**src/logic/sram_test_pkg.sv**
```systemverilog
package sram_test_pkg;

  localparam int ADDR_BITS = 10;
  localparam int DATA_BITS = 16;

  typedef logic [ADDR_BITS-1:0] sram_addr_t;
  typedef logic [DATA_BITS-1:0] sram_data_t;

  // data patterns in the order the tester walks them
  typedef enum logic [2:0] {
    PAT_ZEROS,
    PAT_ONES,
    PAT_CHECKER,
    PAT_INV_CHECKER,
    PAT_ADDR
  } pattern_t;

  typedef struct packed {
    sram_addr_t last_addr;
    sram_data_t seed;
  } test_cfg_t;

  typedef struct packed {
    sram_addr_t addr;
    sram_data_t data;
  } wr_req_t;

  // active low strobes, as seen on the SRAM pins
  typedef struct packed {
    sram_addr_t addr;
    logic       we_n;
    logic       oe_n;
    logic       ce_n;
  } sram_pins_t;

  typedef struct packed {
    logic       done;
    logic       pass;
    sram_addr_t fail_addr;
    pattern_t   fail_pattern;
  } test_status_t;

endpackage
```
**src/logic/sram_tester.sv**
```systemverilog
`timescale 1ns/1ps

module sram_tester #(
  parameter int FIFO_DEPTH_LOG2 = 2
) (
  input  logic                        clk,
  input  logic                        reset,
  input  logic                        restart,
  input  sram_test_pkg::test_cfg_t    cfg,
  output sram_test_pkg::wr_req_t      wr_req,
  output logic                        wr_valid,
  input  logic                        wr_ready,
  input  logic                        bvalid,
  output sram_test_pkg::sram_addr_t   rd_addr,
  output logic                        rd_valid,
  input  logic                        rd_ready,
  input  sram_test_pkg::sram_data_t   rdata,
  input  logic                        rvalid,
  output sram_test_pkg::test_status_t status
);

  import sram_test_pkg::*;

  typedef enum logic [2:0] {
    IDLE,
    WRITE,
    WAIT_B,
    READ,
    DRAIN,
    NEXT,
    HALT
  } tester_state_t;

  tester_state_t state;
  tester_state_t state_next;

  logic       init;
  logic       addr_clear;
  logic       addr_inc;
  logic       addr_last;
  sram_addr_t cur_addr;
  sram_addr_t resp_addr;
  logic       resp_last;
  logic       pat_clear;
  logic       pat_next;
  pattern_t   cur_pattern;
  sram_data_t pat_data;
  logic       final_pat;
  logic       rd_fire;
  logic       pop;
  sram_data_t exp_data;
  logic       fifo_empty;
  logic       fifo_almost_full;
  logic       mismatch;

  // a restart behaves exactly like a reset
  assign init = reset | restart;

  assign addr_clear = (state == IDLE);
  assign rd_fire    = rd_valid && rd_ready;
  assign addr_inc   = (state == WAIT_B && bvalid) || rd_fire;
  assign pat_clear  = (state == IDLE) || (state == NEXT && final_pat);
  assign pat_next   = (state == NEXT) && !final_pat;

  // responses seen in IDLE belong to a request from before a restart
  assign pop      = rvalid && (state == READ || state == DRAIN);
  assign mismatch = pop && (rdata != exp_data);

  addr_iter u_addr_iter (
    .clk      (clk),
    .reset    (init),
    .clear    (addr_clear),
    .inc      (addr_inc),
    .last_addr(cfg.last_addr),
    .addr     (cur_addr),
    .last     (addr_last)
  );

  // follows the read responses, gives the failing address
  addr_iter u_resp_iter (
    .clk      (clk),
    .reset    (init),
    .clear    (addr_clear),
    .inc      (pop),
    .last_addr(cfg.last_addr),
    .addr     (resp_addr),
    .last     (resp_last)
  );

  pattern_gen u_pattern_gen (
    .clk      (clk),
    .reset    (init),
    .clear    (pat_clear),
    .next     (pat_next),
    .seed     (cfg.seed),
    .addr     (cur_addr),
    .pattern  (cur_pattern),
    .data     (pat_data),
    .final_pat(final_pat)
  );

  expect_fifo #(
    .FIFO_DEPTH_LOG2(FIFO_DEPTH_LOG2)
  ) u_expect_fifo (
    .clk        (clk),
    .reset      (init),
    .push       (rd_fire),
    .push_data  (pat_data),
    .pop        (pop),
    .pop_data   (exp_data),
    .empty      (fifo_empty),
    .almost_full(fifo_almost_full)
  );

  assign wr_req   = '{addr: cur_addr, data: pat_data};
  assign wr_valid = (state == WRITE);
  assign rd_addr  = cur_addr;
  assign rd_valid = (state == READ) && !fifo_almost_full;

  always_comb begin
    state_next = state;
    case (state)
      // wait for the controller to finish anything left over
      IDLE:   if (wr_ready) state_next = WRITE;
      WRITE:  if (wr_ready) state_next = WAIT_B;
      WAIT_B: if (bvalid) state_next = addr_last ? READ : WRITE;
      READ: begin
        if (mismatch) begin
          state_next = HALT;
        end else if (rd_fire && addr_last) begin
          state_next = DRAIN;
        end
      end
      DRAIN: begin
        if (mismatch) begin
          state_next = HALT;
        end else if (fifo_empty) begin
          state_next = NEXT;
        end
      end
      NEXT:    state_next = WRITE;
      default: state_next = HALT;
    endcase
  end

  always_ff @(posedge clk) begin
    if (init) begin
      state <= IDLE;
    end else begin
      state <= state_next;
    end
  end

  always_ff @(posedge clk) begin
    if (init) begin
      status.done         <= 1'b0;
      status.pass         <= 1'b1;
      status.fail_addr    <= '0;
      status.fail_pattern <= PAT_ZEROS;
    end else begin
      status.done <= (state == NEXT) && final_pat;
      if (mismatch) begin
        status.pass         <= 1'b0;
        status.fail_addr    <= resp_addr;
        status.fail_pattern <= cur_pattern;
      end
    end
  end

  // the sweep wraps exactly when the last response comes back
  assert property (@(posedge clk) disable iff (init)
    (state == DRAIN && pop) |-> resp_last)
    else $error("sram_tester: response count out of step with requests");

  assert property (@(posedge clk) disable iff (reset)
    (rvalid && state != IDLE) |-> !fifo_empty)
    else $error("sram_tester: read response with no expected word");

endmodule

```
**src/logic/expect_fifo.sv**
```systemverilog
`timescale 1ns/1ps

module expect_fifo #(
  parameter int FIFO_DEPTH_LOG2 = 2
) (
  input  logic                      clk,
  input  logic                      reset,
  input  logic                      push,
  input  sram_test_pkg::sram_data_t push_data,
  input  logic                      pop,
  output sram_test_pkg::sram_data_t pop_data,
  output logic                      empty,
  output logic                      almost_full
);

  import sram_test_pkg::*;

  localparam int DEPTH = 2 ** FIFO_DEPTH_LOG2;
  localparam logic [FIFO_DEPTH_LOG2:0] FULL_COUNT = (FIFO_DEPTH_LOG2 + 1)'(DEPTH);

  sram_data_t                 mem [DEPTH];
  logic [FIFO_DEPTH_LOG2-1:0] wr_ptr;
  logic [FIFO_DEPTH_LOG2-1:0] rd_ptr;
  logic [FIFO_DEPTH_LOG2:0]   count;
  logic                       full;

  always_ff @(posedge clk) begin
    if (push) begin
      mem[wr_ptr] <= push_data;
    end
  end

  always_ff @(posedge clk) begin
    if (reset) begin
      wr_ptr <= '0;
      rd_ptr <= '0;
      count  <= '0;
    end else begin
      if (push) begin
        wr_ptr <= wr_ptr + 1'b1;
      end
      if (pop) begin
        rd_ptr <= rd_ptr + 1'b1;
      end
      case ({push, pop})
        2'b10:   count <= count + 1'b1;
        2'b01:   count <= count - 1'b1;
        default: count <= count;
      endcase
    end
  end

  assign pop_data    = mem[rd_ptr];
  assign empty       = (count == '0);
  assign full        = (count == FULL_COUNT);
  // one slot of slack for the request already in flight
  assign almost_full = (count >= FULL_COUNT - 1'b1);

  assert property (@(posedge clk) disable iff (reset) !(push && full))
    else $error("expect_fifo: push while full");

  assert property (@(posedge clk) disable iff (reset) !(pop && empty))
    else $error("expect_fifo: pop while empty");

endmodule

```
**src/logic/pattern_gen.sv**
```systemverilog
`timescale 1ns/1ps

module pattern_gen (
  input  logic                      clk,
  input  logic                      reset,
  input  logic                      clear,
  input  logic                      next,
  input  sram_test_pkg::sram_data_t seed,
  input  sram_test_pkg::sram_addr_t addr,
  output sram_test_pkg::pattern_t   pattern,
  output sram_test_pkg::sram_data_t data,
  output logic                      final_pat
);

  import sram_test_pkg::*;

  always_ff @(posedge clk) begin
    if (reset || clear) begin
      pattern <= PAT_ZEROS;
    end else if (next) begin
      case (pattern)
        PAT_ZEROS:       pattern <= PAT_ONES;
        PAT_ONES:        pattern <= PAT_CHECKER;
        PAT_CHECKER:     pattern <= PAT_INV_CHECKER;
        PAT_INV_CHECKER: pattern <= PAT_ADDR;
        default:         pattern <= PAT_ZEROS;
      endcase
    end
  end

  always_comb begin
    case (pattern)
      PAT_ZEROS:       data = '0;
      PAT_ONES:        data = '1;
      PAT_CHECKER:     data = {(DATA_BITS / 2){2'b01}};
      PAT_INV_CHECKER: data = {(DATA_BITS / 2){2'b10}};
      // address zero-extended to the word width
      default:         data = seed ^ sram_data_t'(addr);
    endcase
  end

  assign final_pat = (pattern == PAT_ADDR);

  // the tester restarts from zeros with clear, never by stepping past the end
  assert property (@(posedge clk) disable iff (reset) !(next && final_pat))
    else $error("pattern_gen: next while on final pattern");

endmodule

```
**src/logic/addr_iter.sv**
```systemverilog
`timescale 1ns/1ps

module addr_iter (
  input  logic                      clk,
  input  logic                      reset,
  input  logic                      clear,
  input  logic                      inc,
  input  sram_test_pkg::sram_addr_t last_addr,
  output sram_test_pkg::sram_addr_t addr,
  output logic                      last
);

  assign last = (addr == last_addr);

  always_ff @(posedge clk) begin
    if (reset || clear) begin
      addr <= '0;
    end else if (inc) begin
      // wrap back to zero once the last address was used
      if (last) begin
        addr <= '0;
      end else begin
        addr <= addr + 1'b1;
      end
    end
  end

endmodule

```
**config.mk**
```make
export PLATFORM = sky130hd
export DESIGN_NAME = sram_tester
export DESIGN_NICKNAME = d
export VERILOG_FILES = /design/src/logic/sram_test_pkg.sv /design/src/logic/sram_tester.sv /design/src/logic/expect_fifo.sv /design/src/logic/pattern_gen.sv /design/src/logic/addr_iter.sv
export SDC_FILE = /design/constraint.sdc
export NUM_CORES = 1
export LEC_CHECK = 0
export BUFFER_PORTS_ARGS = -buffer_cell sky130_fd_sc_hd__buf_2
export CAP_MARGIN = 20
export CORE_ASPECT_RATIO = 0.6
export CORE_MARGIN = 2
export CORE_UTILIZATION = 55
export DETAILED_ROUTE_END_ITERATION = 16
export GPL_TIMING_DRIVEN = 0
export PLACE_DENSITY = 0.77
export SLEW_MARGIN = 10
export SYNTH_ARGS = -nofsm -noshare
export SYNTH_HDL_FRONTEND = slang
export SYNTH_SLANG_ARGS = --single-unit
```
**constraint.sdc**
```tcl
create_clock -name clk -period 3.5 [get_ports clk]
set_clock_uncertainty 0.15 [all_clocks]
set_input_delay 0.175 -clock clk [delete_from_list [all_inputs] [get_ports clk]]
set_output_delay 0.175 -clock clk [all_outputs]
set_load 0.005 [all_outputs]
```
==> results of run 1 <==
worst paths after layout:
kind                   from  slack (ps)                  endpoint  cells past startpoint
setup reg to reg   register         200                 status[7]                      9
hold reg to reg   status[3]         330                 status[3]                      2
setup / recovery   register         200                 status[7]                      9
hold / removal      restart          20  u_pattern_gen.pattern[0]                      4
power by group:
part	switching (uW)	internal, uW
Clock	580	1170
Combinational	52.9	49.0
Sequential	1.04	1400
sequential cells by signal (all words and copies together) (netlist names), 3 cells and up, named ones only:
name and flops:
status 15, u_addr_iter.addr 10, u_expect_fifo.count 3, u_expect_fifo.mem 64, u_resp_iter.addr 10, u_pattern_gen.pattern 3
cell families after synthesis:
group | after synthesis
compound gates | 71
xor+xnor | 67
buf+inv | 50
mux | 18
flops | 114
fa+ha+maj | 8
simple gates | 125
per-layer routing:
metal  wire, um  GRT usage, %  vias up
met1       6268         40.60     1991
met4        188         8.085        0
li1           -             -     1869
met3       1092         8.528       21
met2       5989         38.28      209
met5          0             0        -
layout make-up:
cell class / instances / area [um2] / share of cell area (%)
plain buffers: 34 / 200.2 / 3.027
multi-input cells: 289 / 2122 / 32.08
repair buffers: 106 / 550.5 / 8.324
inverters: 15 / 56.30 / 0.8513
clock inverters: 13 / 166.4 / 2.516
flip-flops and latches: 114 / 2923 / 44.19
clock buffers: 19 / 432.9 / 6.546
well taps: 130 / 162.7 / 2.459
Yosys cell counts (3+ instances only):
library cell	n	area share (%)
edfxtp_1	64	36
dfxtp_1	50	19
a21oi_1	39	3.7
xnor2_1	38	6.3
nor2_1	34	2.4
xor2_1	29	4.8
nand2_1	23	1.6
nand3_1	20	1.9
o21ai_0	20	1.9
clkbuf_1	17	1.2
inv_1	14	0.99
nand4_1	12	1.4
buf_4	10	1.4
mux4_1	10	5.0
ha_1	7	1.7
nor3_1	7	0.66
and2_1	6	0.71
mux4_2	6	2.5
nor4_1	5	0.59
or3_1	4	0.47
and3_1	3	0.35
buf_1	3	0.21
worst register-to-register path: stages (launching register included):
cell      delay [ps]
dfxtp_1          310
clkbuf_1         320
clkbuf_2         360
mux4_2           370
xnor2_1          240
nand4_1          180
nor4_1           680
clkbuf_2         330
o21ai_0          110
a21oi_1          180
through the flow:
| stage | std cells | hold slack (ps) | area [um2] | worst slack (ps) |
|---|---|---|---|---|
| finish | 720 | 22.66 | 6614 | 195.7 |
| global placement | 684 | 282.1 | 5972 | 162.7 |
| CTS | 721 | 7.087 | 6616 | 30.43 |
| global route | 720 | 44.39 | 6614 | 16.97 |
| floorplan | 453 | 243.1 | 5304 | 662.8 |
| detailed placement | 685 | 321.7 | 5977 | 85.94 |
what timing repair did:
item                                   4_1_cts  5_1_grt
setup endpoints to repair                    0       14
resized for setup                            0        2
hold buffers                                 4        0
setup buffers                                0        0
endpoints found under the hold margin        9        0
==> run metrics, run 1 <==
Post-Syn Area=5304 um2; Filler cells=648; Post-Synth XOR/XNOR Area=11.06%; crit-path max FO=10; Power Dens Cells=493.0 nW/um2; Final Hold Viols=0; crit share post-route=94.41%; DRC viols=0; vias per cell=5.681; Mean Syn Cell Area=11.71 um2; CP startpoint kind=register; register area share after synthesis=55.11%; Post-synth EDFFs=64; First-pass DRT Iterations=5; Syn Inst Count=453; Max-Cap Viols=0; crit path cell chain=clkbuf_1 -> clkbuf_2 -> mux4_2 -> xnor2_1 -> nand4_1 -> nor4_1 -> clkbuf_2 -> o21ai_0 -> a21oi_1; initial antenna violation count=0; Hold Path Class=in -> reg; root buffer cell=clkbuf_16; outcome=finished clean; DR vias=4090; DR iter-0 viols=329; area share of fa/ha/maj cells after synthesis=2.029%; final core occ=71.45%; core box area=9256 um2; mux cell area share after synthesis=7.879%; Worst Path Arrival=3490 ps; IO buf count=101; Critical path buffers and inverters=3; actual slew at the worst max-slew pin=937.6 ps; die width=130.8 um; clk_lat worst skew=410 ps; num rows=27; Pwr Total=3261 uW; Yosys cell types=46; largest net degree at the start of global routing=17; Compound-Gate Fraction of Synth Area=7.407%; commonest non-fill, non-tap cell in the layout=buf_2; Slowest-stage cell, CP=nor4_1; layout cells sized above 1=26.27%; Placer Congestion=0.9826; vias in the first global route=3887; Die Area=10470 um2; Leak=0.002552 uW; Crit. End Element=register; setup TNS=0 ps; largest family of logic cells by synthesized area=simple AND/OR/NAND/NOR gates; Max-slew headroom=37.49%; ant diodes=0; Syn-to-layout area delta=24.70%; Sink Count=114; Routed Antenna Nets=0; fin crit period=3304 ps; total routed wirelength=13540 um; Chip Height=80.07 um; async set-reset flop share out of synthesis=0%; most frequent cells in the layout=buf_2, edfxtp_1, dfxtp_1, a21oi_1, xnor2_1; Ys Warns=0; #FFs+latches synth=114; unrepaired setup endpoints after global routing=false; Setup Crit Path Kind=reg -> reg; Max Slew Vio Count=0; total gr overflow=0; CTS Buffer Depth=2; total CTS buffers=17; Worst path max stage delay=680 ps; first-pass GRT wire length=20630 um; fmax=0.3026 GHz; Synth Area in Simple Gates=11.63%; GR Util All Layers=27.25%; wire per inst=18.80 um; CTS tree=built; fin nets=634; Initial Util=57.30%; Worst Path Required=3690 ps; Final setup viols=0; most frequent CP cell=clkbuf_2; ys flop type=edfxtp_1; I/O pin cnt=102; peak supply drop=0.0004069 V; Synthesized Nets=510; CP delay by family, top=buffers and inverters; H-tree levels=4; CTS clock-pin slew for the worst setup and hold paths=50 ps; HPWL after detailed placement=9673 um
No activity file was read; power rests on OpenSTA's default activity.
==> run 2, diff against run 1 <==
CELL_PAD_IN_SITES_DETAIL_PLACEMENT = 1   (was unset)
CELL_PAD_IN_SITES_GLOBAL_PLACEMENT = 1   (was unset)
CORE_UTILIZATION = 45   (was 55)
PLACE_DENSITY = 0.78   (was 0.77)
SYNTH_HIERARCHICAL = 1   (was unset)
==> run 2 against run 1 <==
  * Sequential power is essentially flat
  * Sequential cell count stayed put
  * Setup slack better by 420 ps
  * Count of clock-buffer cells in the layout shrank 1
  * Sequential share of layout area down 2.5 points
  * Cell area rose by 6.0%
  * Total power rose by 7.8%
  * Utilization fell by 14 points
  * Largest power group unchanged
  * Fmax grew 15%
  * Synthesized cell count up 0.44%
  * Critical endpoint is now status[8]
  * Register-to-register slack better by 420 ps
  * Hold slack better by 7.5 ps
==> run metrics, run 2 <==
Yosys cell types=51 (+11%); Pwr Total=3515 uW (+7.8%); crit-path max FO=10 (unchanged); ys flop type=edfxtp_1; Post-Syn Area=5624 um2 (+6.0%); #FFs+latches synth=114 (unchanged); CP startpoint kind=register; Mean Syn Cell Area=12.36 um2 (+5.6%); post-synth top area cell=edfxtp_1; setup TNS=0 ps (unchanged); total routed wirelength=15640 um (+15%); core box area=12140 um2 (+31%); commonest non-fill, non-tap cell in the layout=buf_2; actual slew at the worst max-slew pin=1062 ps (+124.9 ps); hold slack=30.15 ps (+7.486 ps); Worst Path Arrival=3070 ps (-420 ps); I/O pin cnt=102 (unchanged); Max Slew Vio Count=0 (unchanged); Routed Antenna Nets=0 (unchanged); Max-Cap Viols=0 (unchanged); root buffer cell=clkbuf_16; DRC viols=0 (unchanged); CTS Buffer Depth=2 (unchanged); initial antenna violation count=0 (unchanged); Max-slew headroom=29.17% (-8.3 points); num rows=31 (+15%); layout cells sized above 1=31.80% (+5.5 points); Worst path max stage delay=390 ps (-290 ps); IO buf count=101 (unchanged); max reg flops=64 (unchanged); CTS tree=built; Final Hold Viols=0 (unchanged); total CTS buffers=17 (unchanged); Sink Count=114 (unchanged); largest net degree at the start of global routing=17 (unchanged); Chip Height=90.60 um (+13%); first-pass GRT wire length=24450 um (+19%); fmax=0.3473 GHz (+15%); Syn-to-layout area delta=24.63% (about the same); Slowest-stage cell, CP=nor4_2; Syn Inst Count=455 (+0.44%); total gr overflow=0 (unchanged); clk_lat worst skew=420 ps (about the same); async set-reset flop share out of synthesis=0% (unchanged); Hold Path Class=in -> reg; Power Dens Cells=501.5 nW/um2 (+1.7%); Leak=0.002748 uW (+7.7%); HPWL after detailed placement=11040 um (+14%); register area share after synthesis=51.97% (-3.1 points); most frequent cells after synthesis=edfxtp_1, dfxtp_1, nand2_1; die width=148.3 um (+13%); crit path cell chain=buf_2 -> buf_2 -> mux4_2 -> xor2_1 -> nor4_2 -> nand4_1 -> nand2_4 -> buf_12 -> mux2i_1; fin nets=632 (-0.32%); most frequent cell after synthesis=edfxtp_1; vias in the first global route=4371 (+12%); Crit. End Element=register; Critical path buffers and inverters=3 (unchanged); Ys Warns=6 (+6); share of the synthesized area in the top cell type=34.17% (-2.1 points); CTS clock-pin slew for the worst setup and hold paths=60 ps (about the same); crit share post-route=82.27% (-12 points); DR iter-0 viols=176 (-47%); Synthesized Nets=512 (+0.39%); ant diodes=0 (unchanged); post-CTS setup buffers=0 (unchanged); GR Util All Layers=24.50% (-2.8 points); Die Area=13440 um2 (+28%); outcome=finished clean; Initial Util=46.33% (-11 points); wire per inst=20.77 um (+10%); Placer Congestion=0.8569 (-13%); most frequent CP cell=buf_2; DR vias=4020 (-1.7%); peak supply drop=0.0003692 V (-9.3%); Setup Crit Path Kind=reg -> reg; CP delay by family, top=simple AND/OR/NAND/NOR gates; CTS resizes=0 (unchanged); most frequent cells in the layout=buf_2, edfxtp_1, dfxtp_1, nand2_1, xnor2_1; Area contributors post-synth=edfxtp_1, dfxtp_1, xnor2_1; Final setup viols=0 (unchanged); vias per cell=5.339 (-6.0%); Hold Buf Count CTS=0 (-4); fin crit period=2879 ps (-424.9 ps); unrepaired setup endpoints after global routing=false; Post-synth EDFFs=64 (unchanged); First-pass DRT Iterations=4 (-1); Regs by FF count=u_expect_fifo/mem x64, status x15; H-tree levels=4 (unchanged); Worst Path Required=3690 ps (about the same); most flop-heavy register=u_expect_fifo/mem
-- run 2: cell count changes in the layout (fill, tap and decap cells not counted), sizes merged, moves of 5 or more --
| cell | change |
|---|---|
| o21ai | -20 |
| nor2b | +5 |
| buf | +8 |
| nand2b | +6 |
| a211oi | +14 |
| a21oi | -20 |
| nand3 | -19 |
| mux2i | +21 |
| nor2 | -13 |
| clkbuf | -13 |
| nand2 | +23 |
-- run 2: logic make-up (layout without fill, tap and decap cells) --
group | count (synthesis) | after routing | share of synthesized area, %
simple gates | 131 | 131 | 13.61
mux | 39 | 39 | 10.90
buf+inv | 48 | 181 | 5.050
flops | 114 | 114 | 51.97
fa+ha+maj | 8 | 8 | 1.913
compound gates | 49 | 49 | 6.007
xor+xnor | 66 | 66 | 10.55
-- run 2: power breakdown --
part           switching, uW  leakage [uW]  internal [uW]
clock                    633      0.000320           1350
sequential              1.47       0.00102           1400
combinational           71.8       0.00141           55.6
-- run 2: area by class of cell --
cell class              instances  area, um2
clock inverters                14      234.0
fillers                      1266       5131
inverters                      17      63.81
plain buffers                  31      220.2
well taps                     165      206.4
flip-flops and latches        114       2923
multi-input cells             293       2417
clock buffers                  18      439.2
repair buffers                101      505.5
-- run 2: worst register-to-register path: cells and delay by family, from the launching register on --
kind / cells / cell delay [ps]
simple gates: 3 / 920
buf+inv: 3 / 690
xor+xnor: 1 / 180
flops: 1 / 310
mux: 2 / 580
-- run 2: metal layers --
layer	global-route usage, %	routed length [um]
met1	33.50	7330
met2	39.39	7578
met3	5.404	643
met4	7.143	85
met5	0	0
-- run 2: metrics by stage --
step	instance area, um2	setup slack, ps	cells	utilization [%]
floorplan	5624	1150	455	-
finish	7009	620.6	753	57.73
global route	7009	529.5	753	57.73
global placement	6336	697.2	721	52.19
CTS	7009	624.4	753	57.73
detailed placement	6336	628.2	721	52.19
-- run 2: worst paths after layout --
| check | slack, ps | end | depth (start not counted) | start |
|---|---|---|---|---|
| worst max-delay path | 620 | status[8] | 9 | register |
| worst max register to register | 620 | status[8] | 9 | register |
| worst min register to register | 310 | status[10] | 2 | status[10] |
| worst min-delay path | 30 | u_expect_fifo/mem[0][13] | 3 | cfg[13] |
